$ cat config.mk
export PLATFORM = sky130hd
export DESIGN_NAME = table_loader_top
export DESIGN_NICKNAME = d
export VERILOG_FILES = /design/src/logic/axi_read_pkg.sv /design/src/logic/table_pkg.sv /design/src/logic/burst_reader.sv /design/src/logic/table_fill.sv /design/src/logic/column_lane.sv /design/src/logic/table_loader_top.sv
export VERILOG_INCLUDE_DIRS = /design/src /design/src/logic
export SDC_FILE = /design/constraint.sdc
export NUM_CORES = 2
export LEC_CHECK = 0
export BUFFER_PORTS_ARGS = -buffer_cell sky130_fd_sc_hd__buf_2
export CAP_MARGIN = 10
export CORE_ASPECT_RATIO = 1.5
export CORE_MARGIN = 8
export CORE_UTILIZATION = 64
export CTS_BUF_LIST = sky130_fd_sc_hd__clkbuf_8
export DETAILED_ROUTE_END_ITERATION = 8
export GPL_TIMING_DRIVEN = 0
export PLACE_DENSITY = 0.92
export SYNTH_ARGS = -nofsm -noshare
export SYNTH_HDL_FRONTEND = slang
export SYNTH_SLANG_ARGS = --single-unit
$ cat constraint.sdc
create_clock -name aclk -period 15.1 [get_ports aclk]
set_input_delay 1.51 -clock aclk [delete_from_list [all_inputs] [get_ports aclk]]
set_output_delay 1.51 -clock aclk [all_outputs]
set_load 0.05 [all_outputs]
$ cat src/logic/loader_defs.svh
`ifndef LOADER_DEFS_SVH
`define LOADER_DEFS_SVH

// AXI read side widths
`define LD_ADDR_W          32
`define LD_DATA_W          128
`define LD_XFER_W          32
`define LD_ARLEN_W         8

// One beat is 16 bytes
`define LD_BEAT_BYTES      16
`define LD_LOG_BEAT_BYTES  4

// Burst shape, kept short so a load spans several bursts
`define LD_BURST_BEATS     8
`define LD_LOG_BURST_BEATS 3
`define LD_BURST_BYTES     128

// Outstanding burst limit and the width of its slot count
`define LD_MAX_OUTSTANDING 2
`define LD_OUTSTANDING_W   2

// Per-load counters, byte count minus beat and burst bits
`define LD_BEAT_CNT_W      28
`define LD_BURST_CNT_W     25

// Column lanes and table geometry
`define LD_NUM_COL         8
`define LD_INSTR_W         32
`define LD_TABLE_DEPTH     16
`define LD_TABLE_ADDR_W    4
`define LD_COLS_PER_BEAT   4
`define LD_NUM_GROUPS      2
`define LD_GROUP_W         2
`define LD_CYCLE_W         32

`endif

$ cat src/logic/axi_read_pkg.sv
`include "loader_defs.svh"

package axi_read_pkg;

  // Byte address on AR
  typedef logic [`LD_ADDR_W-1:0] addr_t;

  // One R data beat
  typedef logic [`LD_DATA_W-1:0] beat_t;

  // arlen, beats minus one
  typedef logic [`LD_ARLEN_W-1:0] burst_len_t;

  // Requested load size in bytes
  typedef logic [`LD_XFER_W-1:0] xfer_size_t;

  // Beats in a load
  typedef logic [`LD_BEAT_CNT_W-1:0] beat_count_t;

  // Bursts in a load
  typedef logic [`LD_BURST_CNT_W-1:0] burst_count_t;

endpackage

$ cat src/logic/table_pkg.sv
`include "loader_defs.svh"

package table_pkg;

  // One instruction table entry
  typedef logic [`LD_INSTR_W-1:0] instr_t;

  // Program counter, same width as the table address
  typedef logic [`LD_TABLE_ADDR_W-1:0] pc_t;

  // One write enable per column lane
  // Bit c belongs to lane c
  typedef logic [`LD_NUM_COL-1:0] col_mask_t;

  // Free-running cycle count
  // wraps at full width
  typedef logic [`LD_CYCLE_W-1:0] cycle_t;

endpackage

$ cat src/logic/burst_reader.sv
`timescale 1ns/1ps
`include "loader_defs.svh"
`default_nettype none

module burst_reader (
  input  logic                     aclk,
  input  logic                     areset,
  // Load request, sampled with the strobe
  input  logic                     ctrl_start,
  input  axi_read_pkg::addr_t      ctrl_addr_offset,
  input  axi_read_pkg::xfer_size_t ctrl_xfer_size,
  // AXI4 read address channel
  output logic                     arvalid,
  input  logic                     arready,
  output axi_read_pkg::addr_t      araddr,
  output axi_read_pkg::burst_len_t arlen,
  // AXI4 read data channel
  input  logic                     rvalid,
  output logic                     rready,
  input  axi_read_pkg::beat_t      rdata,
  input  logic                     rlast,
  // Accepted beats and end of load
  output logic                     beat_valid,
  output axi_read_pkg::beat_t      beat_data,
  output logic                     load_done
);

  typedef logic [`LD_OUTSTANDING_W-1:0] slot_t;

  localparam axi_read_pkg::addr_t BURST_MASK = axi_read_pkg::addr_t'(`LD_BURST_BYTES - 1);
  localparam axi_read_pkg::addr_t BURST_STEP = axi_read_pkg::addr_t'(`LD_BURST_BYTES);
  localparam axi_read_pkg::burst_len_t FULL_LEN =
    axi_read_pkg::burst_len_t'(`LD_BURST_BEATS - 1);
  localparam slot_t SLOTS_INIT = slot_t'(`LD_MAX_OUTSTANDING);

  logic                       start_d1;
  axi_read_pkg::beat_count_t  last_beat_r;
  axi_read_pkg::addr_t        base_addr_r;
  axi_read_pkg::burst_count_t last_burst;
  logic [`LD_LOG_BURST_BEATS-1:0] final_len;
  // AR side
  logic                       ar_active;
  axi_read_pkg::burst_count_t ar_to_go;
  logic                       ar_final;
  logic                       arxfer;
  logic                       stall_ar;
  slot_t                      slots;
  // R side
  logic                       rxfer;
  logic                       r_burst_end;
  logic                       r_active;
  axi_read_pkg::burst_count_t r_to_go;
  logic                       r_final;

  ////////////////////
  // Request capture
  ////////////////////

  always_ff @(posedge aclk) begin
    if (areset) begin
      start_d1 <= 1'b0;
    end else begin
      start_d1 <= ctrl_start;
    end
  end

  // Beat count kept as count minus one, arlen style
  always_ff @(posedge aclk) begin
    if (ctrl_start) begin
      // Partial beat rounds up
      if (|ctrl_xfer_size[`LD_LOG_BEAT_BYTES-1:0]) begin
        last_beat_r <= ctrl_xfer_size[`LD_XFER_W-1:`LD_LOG_BEAT_BYTES];
      end else begin
        last_beat_r <= ctrl_xfer_size[`LD_XFER_W-1:`LD_LOG_BEAT_BYTES] - 1'b1;
      end
      // Snap base down to a burst boundary
      base_addr_r <= ctrl_addr_offset & ~BURST_MASK;
    end
  end

  // Upper bits give bursts minus one, lower bits the last arlen
  assign last_burst = last_beat_r[`LD_BEAT_CNT_W-1:`LD_LOG_BURST_BEATS];
  assign final_len  = last_beat_r[`LD_LOG_BURST_BEATS-1:0];

  ////////////////////
  // AR channel
  ////////////////////

  assign arxfer   = arvalid & arready;
  assign ar_final = (ar_to_go == '0);
  assign stall_ar = (slots == '0);
  // Remainder only on the final burst
  assign arlen    = ar_final ? axi_read_pkg::burst_len_t'(final_len) : FULL_LEN;

  always_ff @(posedge aclk) begin
    if (areset) begin
      ar_active <= 1'b0;
      ar_to_go  <= '0;
    end else if (start_d1) begin
      ar_active <= 1'b1;
      ar_to_go  <= last_burst;
    end else if (arxfer) begin
      if (ar_final) begin
        ar_active <= 1'b0;
      end else begin
        ar_to_go <= ar_to_go - 1'b1;
      end
    end
  end

  // Holds until arready, then a gap cycle before the next request
  always_ff @(posedge aclk) begin
    if (areset) begin
      arvalid <= 1'b0;
    end else if (arvalid) begin
      if (arready) begin
        arvalid <= 1'b0;
      end
    end else if (ar_active && !stall_ar) begin
      arvalid <= 1'b1;
    end
  end

  // Steps one burst per accepted request
  always_ff @(posedge aclk) begin
    if (start_d1) begin
      araddr <= base_addr_r;
    end else if (arxfer) begin
      araddr <= araddr + BURST_STEP;
    end
  end

  // Free slots, taken on AR and returned on rlast
  always_ff @(posedge aclk) begin
    if (areset) begin
      slots <= SLOTS_INIT;
    end else begin
      case ({arxfer, r_burst_end})
        2'b10:   slots <= slots - 1'b1;
        2'b01:   slots <= slots + 1'b1;
        default: slots <= slots;
      endcase
    end
  end

  ////////////////////
  // R channel
  ////////////////////

  // No back-pressure on read data
  always_ff @(posedge aclk) begin
    if (areset) begin
      rready <= 1'b0;
    end else begin
      rready <= 1'b1;
    end
  end

  assign rxfer       = rvalid & rready;
  assign r_burst_end = rxfer & rlast & r_active;
  assign r_final     = (r_to_go == '0);
  assign beat_valid  = rxfer;
  assign beat_data   = rdata;

  always_ff @(posedge aclk) begin
    if (areset) begin
      r_active <= 1'b0;
      r_to_go  <= '0;
    end else if (start_d1) begin
      r_active <= 1'b1;
      r_to_go  <= last_burst;
    end else if (r_burst_end) begin
      if (r_final) begin
        r_active <= 1'b0;
      end else begin
        r_to_go <= r_to_go - 1'b1;
      end
    end
  end

  // One cycle after the final rlast
  always_ff @(posedge aclk) begin
    if (areset) begin
      load_done <= 1'b0;
    end else begin
      load_done <= r_burst_end & r_final;
    end
  end

endmodule

`default_nettype wire

$ cat src/logic/table_fill.sv
`timescale 1ns/1ps
`include "loader_defs.svh"
`default_nettype none

module table_fill (
  input  logic                 aclk,
  input  logic                 areset,
  input  logic                 beat_valid,
  input  logic                 load_done,
  output table_pkg::pc_t       wr_addr,
  output table_pkg::col_mask_t wr_en
);

  typedef logic [`LD_GROUP_W-1:0] group_t;

  localparam table_pkg::pc_t LAST_ADDR = table_pkg::pc_t'(`LD_TABLE_DEPTH - 1);
  // Lowest group of columns, one per instruction slice
  localparam table_pkg::col_mask_t GROUP_MASK =
    table_pkg::col_mask_t'((1 << `LD_COLS_PER_BEAT) - 1);
  localparam group_t PAST_GROUPS = group_t'(`LD_NUM_GROUPS);

  group_t group_r;
  logic   group_open;
  logic   addr_wrap;

  assign addr_wrap  = beat_valid && (wr_addr == LAST_ADDR);
  // Still inside table capacity
  assign group_open = (group_r < PAST_GROUPS);

  ////////////////////
  // Beat position
  ////////////////////

  // Address counts beats modulo the table depth
  always_ff @(posedge aclk) begin
    if (areset || load_done) begin
      wr_addr <= '0;
    end else if (beat_valid) begin
      wr_addr <= wr_addr + 1'b1;
    end
  end

  // Group advances on wrap and parks one past the last group
  always_ff @(posedge aclk) begin
    if (areset || load_done) begin
      group_r <= '0;
    end else if (addr_wrap && group_open) begin
      group_r <= group_r + 1'b1;
    end
  end

  // Enables follow the group directly so the first beat lands
  // Beats past capacity enable nothing
  always_comb begin
    wr_en = '0;
    if (beat_valid && group_open) begin
      wr_en = GROUP_MASK << (group_r * `LD_COLS_PER_BEAT);
    end
  end

endmodule

`default_nettype wire

$ cat src/logic/column_lane.sv
`timescale 1ns/1ps
`include "loader_defs.svh"
`default_nettype none

module column_lane (
  input  logic              aclk,
  input  logic              areset,
  // Table write side, from the fill logic
  input  logic              wr_en,
  input  table_pkg::pc_t    wr_addr,
  input  table_pkg::instr_t wr_data,
  // Program counter controls
  input  logic              pc_clken,
  input  logic              pc_load,
  input  logic              pc_incr,
  input  table_pkg::pc_t    pc_load_value,
  // Current pc and the word it points at
  output table_pkg::pc_t    pc,
  output table_pkg::instr_t instr
);

  // One entry per table address
  table_pkg::instr_t table_mem [`LD_TABLE_DEPTH];

  ////////////////////
  // Instruction table
  ////////////////////

  always_ff @(posedge aclk) begin
    if (wr_en) begin
      table_mem[wr_addr] <= wr_data;
    end
  end

  // Registered read, one cycle behind pc
  always_ff @(posedge aclk) begin
    instr <= table_mem[pc];
  end

  ////////////////////
  // Program counter
  ////////////////////

  // Load beats incr, nothing moves without clken
  always_ff @(posedge aclk) begin
    if (areset) begin
      pc <= '0;
    end else if (pc_clken) begin
      if (pc_load) begin
        pc <= pc_load_value;
      end else if (pc_incr) begin
        pc <= pc + 1'b1;
      end
    end
  end

endmodule

`default_nettype wire

$ cat src/logic/table_loader_top.sv
`timescale 1ns/1ps
`include "loader_defs.svh"
`default_nettype none

module table_loader_top (
  input  logic                                  aclk,
  input  logic                                  areset,
  // Load control
  input  logic                                  ctrl_start,
  input  axi_read_pkg::addr_t                   ctrl_addr_offset,
  input  axi_read_pkg::xfer_size_t              ctrl_xfer_size,
  output logic                                  ctrl_done,
  // AXI4 read master
  output logic                                  arvalid,
  input  logic                                  arready,
  output axi_read_pkg::addr_t                   araddr,
  output axi_read_pkg::burst_len_t              arlen,
  input  logic                                  rvalid,
  output logic                                  rready,
  input  axi_read_pkg::beat_t                   rdata,
  input  logic                                  rlast,
  // Per-column program counter controls
  input  logic [`LD_NUM_COL-1:0]                pc_clken,
  input  logic [`LD_NUM_COL-1:0]                pc_load,
  input  logic [`LD_NUM_COL-1:0]                pc_incr,
  input  table_pkg::pc_t [`LD_NUM_COL-1:0]      pc_load_value,
  // Per-column outputs
  output table_pkg::pc_t [`LD_NUM_COL-1:0]      pc,
  output table_pkg::instr_t [`LD_NUM_COL-1:0]   instr,
  output table_pkg::cycle_t                     cycle_register
);

  logic                 beat_valid;
  axi_read_pkg::beat_t  beat_data;
  logic                 load_done;
  table_pkg::pc_t       wr_addr;
  table_pkg::col_mask_t wr_en;

  // AXI side, bursts in and beats out
  burst_reader u_reader (
    .aclk             (aclk),
    .areset           (areset),
    .ctrl_start       (ctrl_start),
    .ctrl_addr_offset (ctrl_addr_offset),
    .ctrl_xfer_size   (ctrl_xfer_size),
    .arvalid          (arvalid),
    .arready          (arready),
    .araddr           (araddr),
    .arlen            (arlen),
    .rvalid           (rvalid),
    .rready           (rready),
    .rdata            (rdata),
    .rlast            (rlast),
    .beat_valid       (beat_valid),
    .beat_data        (beat_data),
    .load_done        (load_done)
  );

  assign ctrl_done = load_done;

  // Placement of beats into column groups
  table_fill u_fill (
    .aclk       (aclk),
    .areset     (areset),
    .beat_valid (beat_valid),
    .load_done  (load_done),
    .wr_addr    (wr_addr),
    .wr_en      (wr_en)
  );

  ////////////////////
  // Column lanes
  ////////////////////

  for (genvar c = 0; c < `LD_NUM_COL; c++) begin : g_lane
    // Lowest slice goes to the first column of each group
    localparam int SLICE = c % `LD_COLS_PER_BEAT;

    column_lane u_lane (
      .aclk          (aclk),
      .areset        (areset),
      .wr_en         (wr_en[c]),
      .wr_addr       (wr_addr),
      .wr_data       (beat_data[SLICE*`LD_INSTR_W +: `LD_INSTR_W]),
      .pc_clken      (pc_clken[c]),
      .pc_load       (pc_load[c]),
      .pc_incr       (pc_incr[c]),
      .pc_load_value (pc_load_value[c]),
      .pc            (pc[c]),
      .instr         (instr[c])
    );
  end

  // Cycle counter, restarts on every start strobe and wraps
  always_ff @(posedge aclk) begin
    if (areset || ctrl_start) begin
      cycle_register <= '0;
    end else begin
      cycle_register <= cycle_register + 1'b1;
    end
  end

endmodule

`default_nettype wire

==> out/metrics.cfg <==
[clocking]
postCtsSetupBuffers=0
hold_buffers=0
cts_buffers=626
htreeDepth=6
insertion_delay_ps=1100
cts.sinks=4558
clockRootBuffer=clkbuf_8
path_clk_slew_ps=70
cts_buffer_depth=4
cts_resized=0
cts_tree=built

[cells_and_area]
utilization_pct=73.3
syn_to_final_growth_pct=14.2
final_nets=8852
layout-drive-gt1-share_pct=33.9

[placed_design]
place_congestion=0.905
io_buffers=596
hpwl_um=307000

[power_and_ir_drop]
switching_share_pct=24.5
cellLeakagePower_nw=61.5
internal_power_mw=19.4
p_clk_share_pct=37.2
vdd_drop_max_mv=0.118
fin_total_pwr_mw=25.6
p_per_area_nw_per_um2=133
combPwrFrac_pct=8.0
switching_power_mw=6.27
power_frac_seq_pct=54.8

[timing]
finalHoldViolCount=0
slew_viol_final=0
fin_skew_ps=87.2
finalCritPeriodShare_pct=34.7
rsz0062_at_grt=false
tightest_slew_ps=1370
max_freq_mhz=191
fin_setup_tns_ps=0
slew_headroom_pct=8.79
period_needed_ps=5230
setup_violations=0
whs_ps=489

[detailed_routing]
drcViolationCount=0
drt_iter0_drc=15100
m1WireLength_um=150000
vias_per_cell=7.22
highest_layer=met5
ant_nets=0
wl_met2_um=248000
wl_um=509000
dr.pass1.iters=8
route.met3.wl_um=71400
wl_per_cell_um=40.3
vias=91100

[logic_synthesis]
syn_avg_cell_area_um2=23.7
ys_seq_area_share_pct=78.8
synth_warnings=0
synth_enable_flop_cells=4174
syn_area_um2=169000
synth_seq_cells=4558
synthArstFlopShare_pct=0
synthDistinctLibCells=74
synth_flop_cell=edfxtp_1
syn_inst=7122

[floorplan]
dieArea_um2=281000
pin_count=617
die_y_um=645
rows=231
initial_core_util_pct=64.1
coreArea_um2=263000
fp.dieW_um=435

[grt]
antenna_found_initial=59
grt_pass1_vias=93400
grt_overflow=0
grt_use_total_pct=35.0
grt_max_degree=56
grt_pass1_wl_um=694000

[worst_setup_path]
path_max_fanout=10
cp.arrival_ps=3720
worst_setup_path_start_kind=flip-flop
end_kind=output port
worstPathRequired_ps=13590
path_class=flip-flop to output port

[job]
maxCapViolCount=0

[run_status]
status=completed

[min_path]
hold_path_class=flip-flop to flip-flop

==> cell families (layout without fill, tap and decap cells) <==
group	after synthesis	after routing	synth area share, %
adders and majority gates	21	21	0.156
other	1	54	0.00222
xor gates and xnor gates	85	85	0.441
and+or+nand+nor	501	501	1.54
muxes	1293	1293	17.1
DFF	4558	4558	78.8
AOI/OAI and AO/OA	264	264	0.984
buffers and inverters	399	2351	0.973
==> synth_stat cells (3+ instances only) <==
library cell | count | area (µm²)
or4_1 | 12 | 90.1
nor4_1 | 20 | 125
a21boi_0 | 5 | 37.5
a311oi_1 | 14 | 123
nand2b_1 | 5 | 31.3
a22oi_1 | 6 | 45.0
a21oi_1 | 65 | 325
mux2i_1 | 11 | 110
edfxtp_1 | 4174 | 125000
clkbuf_1 | 216 | 811
a31oi_1 | 15 | 93.8
o31a_1 | 5 | 43.8
ha_1 | 21 | 263
and3_1 | 11 | 68.8
nor3b_1 | 10 | 75.1
o21ai_0 | 77 | 385
xnor2_1 | 50 | 438
nor4_2 | 3 | 37.5
inv_1 | 33 | 124
nand3_1 | 53 | 265
dfxtp_1 | 384 | 7690
a211oi_1 | 12 | 90.1
o31ai_1 | 16 | 120
nor3_1 | 53 | 265
nand2_1 | 90 | 338
and2_1 | 25 | 156
nor2b_1 | 4 | 25.0
xor2_1 | 35 | 307
or2_2 | 9 | 56.3
o211ai_1 | 8 | 60.1
buf_1 | 69 | 259
o21a_1 | 19 | 143
buf_2 | 65 | 325
or3_1 | 31 | 194
mux4_2 | 1280 | 28800
and4_1 | 10 | 87.6
nor2_1 | 127 | 477
buf_4 | 13 | 97.6
nand4_1 | 19 | 119
==> per-stage QoR <==
stage	area, µm²	std cells	worst slack (ps)
final	193000	12600	9870
after global routing	193000	12600	9720
after CTS	193000	12600	9830
after detailed placement	180000	11400	10450
after global placement	176000	11200	-8150
after floorplan	169000	7133	3620
==> power by group through the flow <==
stage / Clock [mW] / Combinational (mW) / Sequential (mW)
3_5_place_dp: 0 / 1.98 / 14.3
4_1_cts: 9.50 / 2.00 / 14.0
3_3_place_gp: 0 / 1.87 / 14.3
6_report: 9.55 / 2.04 / 14.0
2_1_floorplan: 0 / 0.853 / 14.6
5_1_grt: 10.0 / 2.09 / 14.0
==> path summary, 6_finish.rpt <==
| check | startpoint | to | slack [ps] | depth (start not counted) |
|---|---|---|---|---|
| worst max register to register | u_reader.rready | g_lane[7].u_lane.table_mem[1][11] | 11060 | 7 |
| worst max-delay path | u_reader.ar_to_go[0] | arlen[1] | 9870 | 7 |
| worst min-delay path | u_reader.r_active | u_reader.r_active | 490 | 2 |
| worst min register to register | u_reader.r_active | u_reader.r_active | 490 | 2 |
==> layout make-up <==
cell class / count / area (µm²)
flip-flops and latches: 4558 / 133000
fillers: 13000 / 70400
multi-input cells: 2176 / 34400
clock buffers: 702 / 9660
repair buffers: 816 / 7040
well taps: 3495 / 4370
clock inverters: 434 / 2640
plain buffers: 365 / 1520
inverters: 34 / 128
diodes: 42 / 105
==> metal layers <==
layer	GRT usage, %	vias up
met3	9.54	2309
li1	-	33300
met4	21.0	36
met1	42.0	45600
met2	57.3	9856
met5	0	-
==> state kept, by name, summed over array words and instances, names as in the netlist, 25 cells and up <==
signal / flops
g_lane.u_lane.table_mem: 4096
g_lane.u_lane.pc: 32
u_reader.ar_to_go: 25
u_reader.araddr: 25
u_reader.last_beat_r: 28
cycle_register: 32
u_reader.r_to_go: 25
g_lane.u_lane.instr: 256
u_reader.base_addr_r: 25
==> layout by cell type (no fill, tap or decap), types with 12 or more instances in the layout <==
| cell | synthesis | routed |
|---|---|---|
| a21oi_1 | 65 | 65 |
| xor2_1 | 35 | 35 |
| or4_1 | 12 | 12 |
| buf_4 | 13 | 20 |
| o21ai_0 | 77 | 77 |
| or3_1 | 31 | 31 |
| clkinvlp_4 | 0 | 21 |
| buf_16 | 0 | 50 |
| buf_1 | 69 | 67 |
| conb_1 | 1 | 12 |
| nor2_1 | 127 | 116 |
| bufinv_16 | 0 | 27 |
| nor4_1 | 20 | 20 |
| clkinv_2 | 0 | 67 |
| nand2_1 | 90 | 90 |
| buf_8 | 0 | 25 |
| a31oi_1 | 15 | 15 |
| ha_1 | 21 | 21 |
| a211oi_1 | 12 | 12 |
| and2_4 | 0 | 17 |
| buf_12 | 0 | 81 |
| xnor2_1 | 50 | 50 |
| buf_2 | 65 | 664 |
| diode_2 | 0 | 42 |
| nand3_1 | 53 | 53 |
| mux4_2 | 1280 | 1280 |
| clkbuf_8 | 0 | 702 |
| inv_1 | 33 | 245 |
| o31ai_1 | 16 | 16 |
| edfxtp_1 | 4174 | 4174 |
| a311oi_1 | 14 | 14 |
| clkbuf_1 | 216 | 211 |
| nor3_1 | 53 | 49 |
| nand4_1 | 19 | 19 |
| o21a_1 | 19 | 19 |
| buf_6 | 2 | 58 |
| dfxtp_1 | 384 | 384 |
| clkinv_1 | 1 | 89 |
==> worst max-delay path, cell delays in order, from the launching register on <==
cell,delay (ps)
dfxtp_1,330
inv_1,90
ha_1,210
nor4b_2,420
nand4_1,480
clkbuf_1,430
or3_1,440
buf_2,220
No activity file was read; power rests on OpenSTA's default activity.
